File: src/awgn_pkg.sv
`default_nettype none

package awgn_pkg;

	////////////////////////////////////////////////////////////////////////////
	// Datapath widths
	////////////////////////////////////////////////////////////////////////////
	localparam int unsigned uniform_width = 28;
	localparam int unsigned num_sources = 12;
	localparam int unsigned sample_width = 32;
	localparam int unsigned quant_width = 7;

	// Run to sample_valid latency in cycles
	localparam int unsigned pipe_depth = 4;

	// Twelve times half of the largest uniform word
	localparam logic [sample_width-1:0] clt_offset = 32'd1610612730;

	////////////////////////////////////////////////////////////////////////////
	// LFSR bank constants
	////////////////////////////////////////////////////////////////////////////
	// x^28 + x^25 + 1, right shifting Galois form
	localparam logic [uniform_width-1:0] lfsr_taps = 28'h900_0000;

	localparam logic [uniform_width-1:0] lfsr_seeds [num_sources] = '{
		28'h5a3_c1e7, 28'hb24_d091, 28'h13f_8a26, 28'hc7e_0453,
		28'h2d9_1b6e, 28'h8f0_372c, 28'h46a_c5d9, 28'he15_b8f0,
		28'h7bd_2140, 28'h39e_6ca5, 28'hd08_f73b, 28'h6c4_a2e8
	};

	// Quantized view of the sum, top bits plus the dropped fraction
	typedef struct packed {
		logic signed [quant_width-1:0] q;
		logic [sample_width-quant_width-1:0] frac;
	} clt_fields_s;

	typedef union packed {
		logic signed [sample_width-1:0] sample;
		clt_fields_s fields;
	} clt_word_u;

endpackage

`default_nettype wire

File: src/snr_pkg.sv
`default_nettype none

package snr_pkg;

	////////////////////////////////////////////////////////////////////////////
	// SNR setting
	////////////////////////////////////////////////////////////////////////////
	localparam int unsigned snr_width = 4;

	// Highest legal setting in dB
	localparam int unsigned snr_max = 10;

	////////////////////////////////////////////////////////////////////////////
	// Noise deviation, unsigned Q0.16
	////////////////////////////////////////////////////////////////////////////
	localparam int unsigned sigma_width = 16;
	localparam int unsigned sigma_frac_bits = 16;

	// Index is the SNR in dB, 0 dB first
	localparam logic [sigma_width-1:0] sigma_table [snr_max+1] = '{
		16'd8192,
		16'd7301,
		16'd6508,
		16'd5800,
		16'd5171,
		16'd4607,
		16'd4103,
		16'd3657,
		16'd3264,
		16'd2910,
		16'd2589
	};

	// Signed scaled noise output
	localparam int unsigned noise_width = 8;

endpackage

`default_nettype wire

File: src/awgn_ctrl.sv
`timescale 1ns/1ns
`default_nettype none

module awgn_ctrl (
	input  wire logic clk,
	input  wire logic rst_n,
	input  wire logic run,
	input  wire logic [snr_pkg::snr_width-1:0] snr_db,
	input  wire logic snr_load,
	output logic step,
	output logic [snr_pkg::sigma_width-1:0] sigma,
	output logic sample_valid,
	output logic snr_err
);

	logic [snr_pkg::snr_width-1:0] snr_idx;
	logic [awgn_pkg::pipe_depth-1:0] valid_sr;
	logic snr_bad;

	// Bank steps only while running
	assign step = run;

	////////////////////////////////////////////////////////////////////////////
	// SNR register and range check
	////////////////////////////////////////////////////////////////////////////
	assign snr_bad = (snr_db > snr_pkg::snr_max);

	always_ff @(posedge clk or negedge rst_n) begin
		if (!rst_n) begin
			snr_idx <= '0;
			snr_err <= 1'b0;
		end else begin
			snr_err <= snr_load && snr_bad;
			// Out of range values keep the old setting
			if (snr_load && !snr_bad)
				snr_idx <= snr_db;
		end
	end

	assign sigma = snr_pkg::sigma_table[snr_idx];

	////////////////////////////////////////////////////////////////////////////
	// Valid tracking
	////////////////////////////////////////////////////////////////////////////
	// One stage per pipeline register: bank, sum, quant, product
	always_ff @(posedge clk or negedge rst_n) begin
		if (!rst_n)
			valid_sr <= '0;
		else
			valid_sr <= {valid_sr[awgn_pkg::pipe_depth-2:0], run};
	end

	assign sample_valid = valid_sr[awgn_pkg::pipe_depth-1];

	a_snr_in_range: assert property (
		@(posedge clk) disable iff (!rst_n)
		snr_idx <= snr_pkg::snr_max
	);

	a_err_after_load: assert property (
		@(posedge clk) disable iff (!rst_n)
		snr_err |-> $past(snr_load)
	);

endmodule

`default_nettype wire

File: src/awgn_gen.sv
`timescale 1ns/1ns
`default_nettype none

module awgn_gen (
	input  wire logic clk,
	input  wire logic rst_n,
	input  wire logic run,
	input  wire logic [snr_pkg::snr_width-1:0] snr_db,
	input  wire logic snr_load,
	output logic signed [awgn_pkg::sample_width-1:0] awgn_out,
	output logic signed [awgn_pkg::quant_width-1:0] awgn_out_quant,
	output logic signed [snr_pkg::noise_width-1:0] noise_out,
	output logic sample_valid,
	output logic snr_err
);

	logic step;
	logic [snr_pkg::sigma_width-1:0] sigma;
	logic [awgn_pkg::num_sources-1:0][awgn_pkg::uniform_width-1:0] uniform_words;

	awgn_ctrl awgn_ctrl_i (
		.clk          (clk),
		.rst_n        (rst_n),
		.run          (run),
		.snr_db       (snr_db),
		.snr_load     (snr_load),
		.step         (step),
		.sigma        (sigma),
		.sample_valid (sample_valid),
		.snr_err      (snr_err)
	);

	uniform_bank uniform_bank_i (
		.clk           (clk),
		.rst_n         (rst_n),
		.step          (step),
		.uniform_words (uniform_words)
	);

	// Sum word feeds both the raw output and the scaler
	clt_sum clt_sum_i (
		.clk           (clk),
		.rst_n         (rst_n),
		.uniform_words (uniform_words),
		.sum_word      (awgn_out)
	);

	noise_scale noise_scale_i (
		.clk      (clk),
		.rst_n    (rst_n),
		.sum_word (awgn_out),
		.sigma    (sigma),
		.quant    (awgn_out_quant),
		.noise    (noise_out)
	);

endmodule

`default_nettype wire

File: src/clt_sum.sv
`timescale 1ns/1ns
`default_nettype none

module clt_sum (
	input  wire logic clk,
	input  wire logic rst_n,
	input  wire logic [awgn_pkg::num_sources-1:0][awgn_pkg::uniform_width-1:0] uniform_words,
	output awgn_pkg::clt_word_u sum_word
);

	logic [awgn_pkg::sample_width-1:0] word_total;

	////////////////////////////////////////////////////////////////////////////
	// Central limit sum
	////////////////////////////////////////////////////////////////////////////
	// Twelve 28 bit words stay below 2^32, no overflow
	always_comb begin
		word_total = '0;
		for (int i = 0; i < awgn_pkg::num_sources; i++)
			word_total = word_total
				+ {{(awgn_pkg::sample_width-awgn_pkg::uniform_width){1'b0}}, uniform_words[i]};
	end

	// Removing the mean centres the sample on zero
	always_ff @(posedge clk or negedge rst_n) begin
		if (!rst_n)
			sum_word.sample <= '0;
		else
			sum_word.sample <= $signed(word_total - awgn_pkg::clt_offset);
	end

endmodule

`default_nettype wire

File: src/noise_scale.sv
`timescale 1ns/1ns
`default_nettype none

module noise_scale (
	input  wire logic clk,
	input  wire logic rst_n,
	input  wire awgn_pkg::clt_word_u sum_word,
	input  wire logic [snr_pkg::sigma_width-1:0] sigma,
	output logic signed [awgn_pkg::quant_width-1:0] quant,
	output logic signed [snr_pkg::noise_width-1:0] noise
);

	localparam int unsigned prod_width = awgn_pkg::quant_width + snr_pkg::sigma_width + 1;

	logic signed [prod_width-1:0] product;
	logic signed [prod_width-1:0] scaled;

	////////////////////////////////////////////////////////////////////////////
	// Quantizer stage
	////////////////////////////////////////////////////////////////////////////
	// Keep bits 31 to 25 of the sample
	always_ff @(posedge clk or negedge rst_n) begin
		if (!rst_n)
			quant <= '0;
		else
			quant <= sum_word.fields.q;
	end

	////////////////////////////////////////////////////////////////////////////
	// Deviation multiply
	////////////////////////////////////////////////////////////////////////////
	// Zero bit on sigma keeps the Q0.16 word positive
	assign product = quant * $signed({1'b0, sigma});

	// Arithmetic shift floors toward minus infinity
	assign scaled = product >>> snr_pkg::sigma_frac_bits;

	always_ff @(posedge clk or negedge rst_n) begin
		if (!rst_n)
			noise <= '0;
		else
			noise <= scaled[snr_pkg::noise_width-1:0];
	end

	a_noise_fits: assert property (
		@(posedge clk) disable iff (!rst_n)
		(scaled >= -(2 ** (snr_pkg::noise_width - 1)))
			&& (scaled <= (2 ** (snr_pkg::noise_width - 1)) - 1)
	);

endmodule

`default_nettype wire

File: src/uniform_bank.sv
`timescale 1ns/1ns
`default_nettype none

module uniform_bank (
	input  wire logic clk,
	input  wire logic rst_n,
	input  wire logic step,
	output logic [awgn_pkg::num_sources-1:0][awgn_pkg::uniform_width-1:0] uniform_words
);

	logic [awgn_pkg::num_sources-1:0][awgn_pkg::uniform_width-1:0] next_words;

	////////////////////////////////////////////////////////////////////////////
	// Galois feedback
	////////////////////////////////////////////////////////////////////////////
	always_comb begin
		for (int i = 0; i < awgn_pkg::num_sources; i++) begin
			// Shift right, fold taps back in when bit 0 falls out
			if (uniform_words[i][0])
				next_words[i] = (uniform_words[i] >> 1) ^ awgn_pkg::lfsr_taps;
			else
				next_words[i] = uniform_words[i] >> 1;
		end
	end

	// State registers double as the bank outputs
	always_ff @(posedge clk or negedge rst_n) begin
		if (!rst_n) begin
			for (int i = 0; i < awgn_pkg::num_sources; i++)
				uniform_words[i] <= awgn_pkg::lfsr_seeds[i];
		end else if (step) begin
			uniform_words <= next_words;
		end
	end

	// A zero state would lock up the source
	for (genvar g = 0; g < awgn_pkg::num_sources; g++) begin : g_chk
		a_never_zero: assert property (
			@(posedge clk) disable iff (!rst_n)
			uniform_words[g] != '0
		);
	end

endmodule

`default_nettype wire
File: config.mk
export PLATFORM = sky130hd
export DESIGN_NAME = awgn_gen
export DESIGN_NICKNAME = d
export VERILOG_FILES = /design/src/awgn_pkg.sv /design/src/snr_pkg.sv /design/src/awgn_ctrl.sv /design/src/awgn_gen.sv /design/src/clt_sum.sv /design/src/noise_scale.sv /design/src/uniform_bank.sv
export SDC_FILE = /design/constraint.sdc
export NUM_CORES = 1
export LEC_CHECK = 0
export BUFFER_PORTS_ARGS = -buffer_cell sky130_fd_sc_hd__buf_2
export CORE_ASPECT_RATIO = 1.25
export CORE_MARGIN = 2
export CORE_UTILIZATION = 45
export CTS_CLUSTER_DIAMETER = 50
export DETAILED_ROUTE_END_ITERATION = 12
export PLACE_DENSITY = 0.65
export SLEW_MARGIN = 20
export SYNTH_ARGS = -nofsm -noshare
export SYNTH_HDL_FRONTEND = slang
export SYNTH_HIERARCHICAL = 1
export SYNTH_SLANG_ARGS = --single-unit
File: constraint.sdc
create_clock -name clk -period 6.4 [get_ports clk]
set_input_delay 0.96 -clock clk [delete_from_list [all_inputs] [get_ports clk]]
set_output_delay 0.96 -clock clk [all_outputs]
set_load 0.03 [all_outputs]
==> results.md, run 1 <==
* Avg Cell Area, Syn at 12.3 um^2
* Core Util, Final at 45.8%
* Starting DRC count in detailed routing at 680
* Minimum clock period at 6170 ps
* Max_slew headroom at 34.7%
* Gr busiest metal: met2
* Synth unique cells at 75
* WP data required at 6850 ps
* All-layer global routing usage at 16.6%
* Number of top-level pins at 57
* Highest Clock Rate at 162 MHz
* Core Region at 64,300 um^2
* Port Buffers at 56
* Area Overhead vs Synth at 0.707%
* H-tree Lvls at 2
* DRT Pass-1 Iters at 4
* CTS clk-pin slew, worst paths at 60 ps
* Initial Util at 45.4%
* Via count at 15.0k
* Post-synthesis async set-or-reset flop share at 100%
* Final setup violation count at 0
* Primary FF master, synth: dfrtp_1
* Largest cells by area after synthesis: fa_1 (22%), dfrtp_1 (20%), dfstp_2 (15%), mux2_2 (11%), buf_4 (8.5%)
* Root cell of the clock tree: clkbuf_16
* M3 GR Usage at 2.32%
* Synth Warn # at 6
* Slowest library cell on the worst path: dfstp_2
* Yosys top cell area share at 21.9%
* Multi-input gate area at 15,500 um^2
* Filler cell count at 5,733
* Status: finished, final reports clean
* Die height at 289 um
* CTS tree: yes
* Die width at 232 um
* Synth Instances at 2,368
* Crit Path Class: reg -> reg
* Clk buf depth at 3
* Post-synthesis sequential area ratio at 34.3%
* Worst reg2reg setup slack at 230 ps
* #FFs+latches synth at 392
* Hold violation total from the final report at 0
* Register area at 10,000 um^2
* Slew Viols, Final at 0
* Cell type with the highest aggregate area in the netlist: fa_1
* First-pass GRT wire length at 88.7 mm
* Vias per cell at 5.03
* Crit path DAT at 6620 ps
* RD Place Congestion at 0.850
* N_diodes at 0
* Number of synthesized flops with an enable pin at 0
* Share of post-route cells with drive strength above 1 at 29.8%
* Die footprint at 67,000 um^2
* Worst Tran Pin Value at 980 ps
* Hpwl dp at 40.1 mm
* CTS Buf Count at 45
* Largest net degree at the start of global routing at 148
* Routed len/inst at 17.6 um
* Final period utilization at 96.4%
* Maximum Capacitance Violations at 0
* Final Net Count at 2,563
* Worst-path maximum fanout at 5
* Clock Sinks at 392
* Clk_lat worst skew at 590 ps
* Post-Syn Area at 29,200 um^2
* Detail Route Antenna Nets at 0
* Hold WC Path Type: in -> async
* Post-Route WL at 52.5 mm
* Setup Skew at 29.2 ps
* Vias in the first global route at 16.9k
* Overflow after GRT at 0
* # DRC at 0
* Grt met1 use at 21.5%
* Antenna violations before repair at 0
* Rows at 104
* Worst Setup Start Kind: register
* Crit-path cells: fa_1, ha_1, nand4_1, or4_1, a211oi_2, or3_2, a21oi_2, o41a_4, o21ai_2, xnor2_1, ha_1, inv_1, fa_1, inv_1, fa_1, ha_1, ha_2, nand2_1, nor3_2, a221oi_2, o21ai_1, xor3_1
* Worst setup EP type: register
* Post-CTS Setup Repair Bufs at 0
* Crit-path max cell delay at 550 ps
* M2 GR Usage at 28.6%
==> sequential cells by signal, indices dropped and copies added, names as in the netlist <==
| name | count |
|---|---|
| awgn_ctrl_i/snr_err | 1 |
| awgn_ctrl_i/valid_sr | 4 |
| noise_scale_i/noise | 8 |
| noise_scale_i/quant | 7 |
| uniform_bank_i/uniform_words | 336 |
| awgn_ctrl_i/snr_idx | 4 |
| clt_sum_i/sum_word | 32 |
==> metrics by stage <==
stage / cells / worst slack (ps) / hold WS, ps / instance area (um^2) / TNS [ps]
detailed placement: 2906 / 164 / 342 / 27800 / 0
global placement: 2906 / 282 / 344 / 27800 / 0
global route: 2989 / -29.9 / 309 / 29400 / -29.9
CTS: 2989 / 96.9 / 282 / 29400 / 0
floorplan: 2369 / 419 / 331 / 29200 / 0
finish: 2989 / 230 / 296 / 29400 / 0
==> worst max-delay path: cells and delay by family, from the launching register on <==
family / cells / cell delay [ps]
compound gates: 6 / 1080
xor+xnor: 2 / 400
fa+ha+maj: 7 / 2680
buf+inv: 2 / 100
flops: 1 / 550
simple gates: 5 / 1220
==> routing by layer <==
layer | vias to the layer above | part of all wire (%) | wire length [um]
met5 | - | 0 | 0
met4 | 0 | 3.2 | 1660
met3 | 85 | 3.0 | 1600
met2 | 211 | 50 | 26400
met1 | 7796 | 43 | 22800
li1 | 6950 | - | -
==> final cells by class <==
type | count | area share (%)
Tap cell | 848 | 3.61
Sequential cell | 392 | 34.0
Inverter | 221 | 2.82
Clock inverter | 22 | 1.20
Multi-Input combinational cell | 1375 | 52.6
Clock buffer | 61 | 4.20
Timing Repair Buffer | 70 | 1.51
==> cells by family after synthesis <==
family / synth area share [%]
buffers and inverters: 12.9
other: 0.0128
muxes: 12.6
DFF: 34.3
AOI/OAI and AO/OA: 5.44
and+or+nand+nor: 5.26
xor gates and xnor gates: 2.06
adders and majority gates: 27.5
==> cell usage in the layout, fill, tap and decap left out, types with 18 or more instances in the layout <==
cell type,instances
fa_1,320
mux2_2,296
dfrtp_1,229
inv_1,221
dfstp_2,163
ha_1,127
and2_1,76
nor2_1,69
a21oi_1,64
nand2_1,58
buf_2,54
xnor2_1,48
clkbuf_16,45
o21ai_0,41
a21o_1,31
mux2_1,29
xor2_1,18
==> Yosys cell counts, types with 34 or more instances <==
master / n
a21oi_1: 65
and2_1: 76
buf_4: 329
buf_6: 34
dfrtp_1: 229
dfstp_2: 163
fa_1: 320
ha_1: 130
inv_1: 221
mux2_2: 296
nand2_1: 58
nor2_1: 69
o21ai_0: 41
xnor2_1: 48
==> path summary, 6_finish.rpt <==
check	cells past startpoint	end	startpoint
min reg2reg	0	awgn_ctrl_i/valid_sr[2]$_DFF_PN0_	awgn_ctrl_i/valid_sr[1]$_DFF_PN0_
max in group asynchronous	2	clt_sum_i/sum_word[3]$_DFF_PN0_	rst_n
min	1	awgn_ctrl_i/snr_idx[2]$_DFFE_PN0P_	rst_n
max	22	clt_sum_i/sum_word[31]$_DFF_PN0_	uniform_bank_i/uniform_words[67]$_DFFE_PN1P_
max reg2reg	22	clt_sum_i/sum_word[31]$_DFF_PN0_	uniform_bank_i/uniform_words[67]$_DFFE_PN1P_
min in group clk	0	awgn_ctrl_i/valid_sr[2]$_DFF_PN0_	awgn_ctrl_i/valid_sr[1]$_DFF_PN0_
==> what timing repair did <==
item,4_1_cts,5_1_grt
endpoints found under the setup margin,0,4
hold buffers,0,0
gates resized for setup,0,9
Power of run 1 is not shown: default switching activity piles up to over one toggle a cycle in this logic, so the estimate is an artifact.
==> run 2, diff against run 1 <==
==> constraint.sdc (replaced) <==
create_clock -name clk -period 6.4 [get_ports clk]
set_input_delay 0.64 -clock clk [delete_from_list [all_inputs] [get_ports clk]]
set_output_delay 0.64 -clock clk [all_outputs]
set_load 0.03 [all_outputs]
==> results.md, run 2 (synthesized netlist as in run 1, its figures left out) <==
* Highest Clock Rate at 163 MHz (+0.73%)
* Biggest register: uniform_bank_i/uniform_words
* Crit-path cells: fa_1, ha_1, nand4_4, or4_1, a211oi_2, or3_2, a21oi_2, o41a_4, o21ai_2, xnor2_1, ha_1, inv_1, fa_1, inv_1, fa_1, ha_1, ha_2, nand2_1, nor3_2, a221oi_2, o21ai_1, xor3_1
* Worst setup startpoint: uniform_bank_i/uniform_words[73]$_DFFE_PN1P_
* Die width at 232 um (unchanged)
* Most frequent cells in the layout: fa_1 (320), mux2_2 (296), dfrtp_1 (229), inv_1 (221), dfstp_2 (163)
* RD Place Congestion at 0.851 (+0.16%)
* Sum Neg Setup Slack at 0 ps (unchanged)
* Crit Path Class: reg -> reg
* Via count at 15.1k (+0.62%)
* Max FFs per register at 336 (unchanged)
* Worst Setup Start Kind: register
* Initial Util at 45.4% (unchanged)
* Crit-path max cell delay at 560 ps (about the same)
* Rows at 104 (unchanged)
* Antenna violations before repair at 0 (unchanged)
* Worst Tran Pin Value at 1020 ps (+38.9 ps)
* Setup Skew at 36.2 ps (+7.02 ps)
* Vias per cell at 5.07 (+0.65%)
* Hpwl dp at 40.2 mm (+0.19%)
* Worst Reg-to-Reg Cells at 22 (unchanged)
* Starting DRC count in detailed routing at 767 (+13%)
* WP data required at 6850 ps (about the same)
* Worst-path maximum fanout at 5 (unchanged)
* Final period utilization at 95.7% (-0.70 points)
* CTS Buf Count at 44 (-2.2%)
* Overflow after GRT at 0 (unchanged)
* Crit path DAT at 6580 ps (-40 ps)
* Status: finished, final reports clean
* Largest net degree at the start of global routing at 178 (+20%)
* Vias in the first global route at 16.8k (-0.74%)
* Die footprint at 67,000 um^2 (unchanged)
* First-pass GRT wire length at 88.8 mm (+0.10%)
* Core Region at 64,300 um^2 (unchanged)
* Final Net Count at 2,562 (-0.039%)
* Biggest regs: uniform_bank_i/uniform_words (336), clt_sum_i/sum_word (32), noise_scale_i/noise (8)
* Worst setup EP type: register
* Slowest library cell on the worst path: or4_1
* Port Buffers at 56 (unchanged)
* Number of top-level pins at 57 (unchanged)
* Clk_lat worst skew at 600 ps (about the same)
* Root cell of the clock tree: clkbuf_16
* N_diodes at 0 (unchanged)
* CTS tree: yes
* Hold WC Path Type: in -> async
* Maximum Capacitance Violations at 0 (unchanged)
* Commonest non-fill, non-tap cell in the layout: fa_1
* Post-Route WL at 52.9 mm (+0.73%)
* H-tree Lvls at 2 (unchanged)
* Slew Viols, Final at 0 (unchanged)
* Detail Route Antenna Nets at 0 (unchanged)
* Buf+Inv Stages, Crit Path at 2 (unchanged)
* Reg2reg start: uniform_bank_i/uniform_words[73]$_DFFE_PN1P_
* Clk buf depth at 3 (unchanged)
* Filler cell count at 5,703 (-0.52%)
* Routed len/inst at 17.7 um (+0.76%)
* Hold violation total from the final report at 0 (unchanged)
* # DRC at 0 (unchanged)
* Worst reg2reg setup slack at 270 ps (+40 ps)
* All-layer global routing usage at 16.5% (-0.058 points)
* DRT Pass-1 Iters at 5 (+1)
* Crit path max-delay family: adder cells
* Max_slew headroom at 32.1% (-2.6 points)
* Hold WS at 54.7 ps (-241 ps)
* Final setup violation count at 0 (unchanged)
* Minimum clock period at 6130 ps (-44.8 ps)
* Die height at 289 um (unchanged)
* Share of post-route cells with drive strength above 1 at 30.1% (+0.25 points)
* Area Overhead vs Synth at 1.05%
* Reg-to-Reg End: clt_sum_i/sum_word[31]$_DFF_PN0_
* Clock Sinks at 392 (unchanged)
* CTS clk-pin slew, worst paths at 60 ps (about the same)
## run 2: changes by cell type in the layout (fill, tap and decap cells not counted), moves of 3 or more
| cell | delta |
|---|---|
| clkbuf_8 | +7 |
| ha_4 | +7 |
| ha_1 | -6 |
| clkinvlp_4 | -3 |
## run 2: timing repair
action / in CTS / in global routing
endpoints found under the setup margin: 0 / 2
setup buffers: 0 / 0
gates resized for setup: 0 / 17
hold buffers: 0 / 0
## run 2: layout make-up
cell class	count	area (um^2)	share of cell area, %
Clock buffer	66	1300	4.42
Clock inverter	16	288	0.975
Inverter	221	830	2.81
Multi-Input combinational cell	1375	15600	52.8
Sequential cell	392	10000	33.9
Tap cell	848	1060	3.59
Timing Repair Buffer	70	450	1.53
## run 2: metrics by stage
step | util, % | instances | area (um^2) | setup slack (ps)
6_report | 45.9 | 2988 | 29500 | 275
3_5_place_dp | 43.2 | 2905 | 27800 | 133
2_1_floorplan | - | 2369 | 29200 | 419
5_1_grt | 45.9 | 2988 | 29500 | -6.76
3_3_place_gp | 43.2 | 2905 | 27800 | 282
4_1_cts | 45.7 | 2987 | 29400 | 91.5
## run 2: worst max path at each step
| stage | to | slack [ps] | cells after the start |
|---|---|---|---|
| floorplan | clt_sum_i/sum_word[31]$_DFF_PN0_ | 420 | 23 |
| detailed placement | clt_sum_i/sum_word[31]$_DFF_PN0_ | 130 | 22 |
| global route | clt_sum_i/sum_word[31]$_DFF_PN0_ | -7 | 22 |
| global placement | clt_sum_i/sum_word[31]$_DFF_PN0_ | 280 | 22 |
| finish | clt_sum_i/sum_word[31]$_DFF_PN0_ | 270 | 22 |
| CTS | clt_sum_i/sum_word[31]$_DFF_PN0_ | 90 | 22 |
## run 2: routing by layer
| metal | routed length (um) | vias to the layer above | global-route usage [%] |
|---|---|---|---|
| met5 | 0 | - | 0 |
| met4 | 1280 | 0 | 4.76 |
| met3 | 1450 | 76 | 2.24 |
| met2 | 27300 | 194 | 28.9 |
| met1 | 22900 | 7941 | 21.5 |
| li1 | - | 6924 | - |
## run 2: worst reg2reg max path, stage by stage (launching register included)
cell,delay [ps]
dfstp_2,540
fa_1,410
ha_1,360
nand4_4,150
or4_1,560
a211oi_2,180
or3_2,190
a21oi_2,70
o41a_4,380
o21ai_2,150
xnor2_1,80
ha_1,270
inv_1,40
fa_1,480
inv_1,50
fa_1,430
ha_1,300
ha_2,390
nand2_1,110
nor3_2,220
a221oi_2,100
o21ai_1,180
xor3_1,330
Power of run 2 is left out for the same reason.
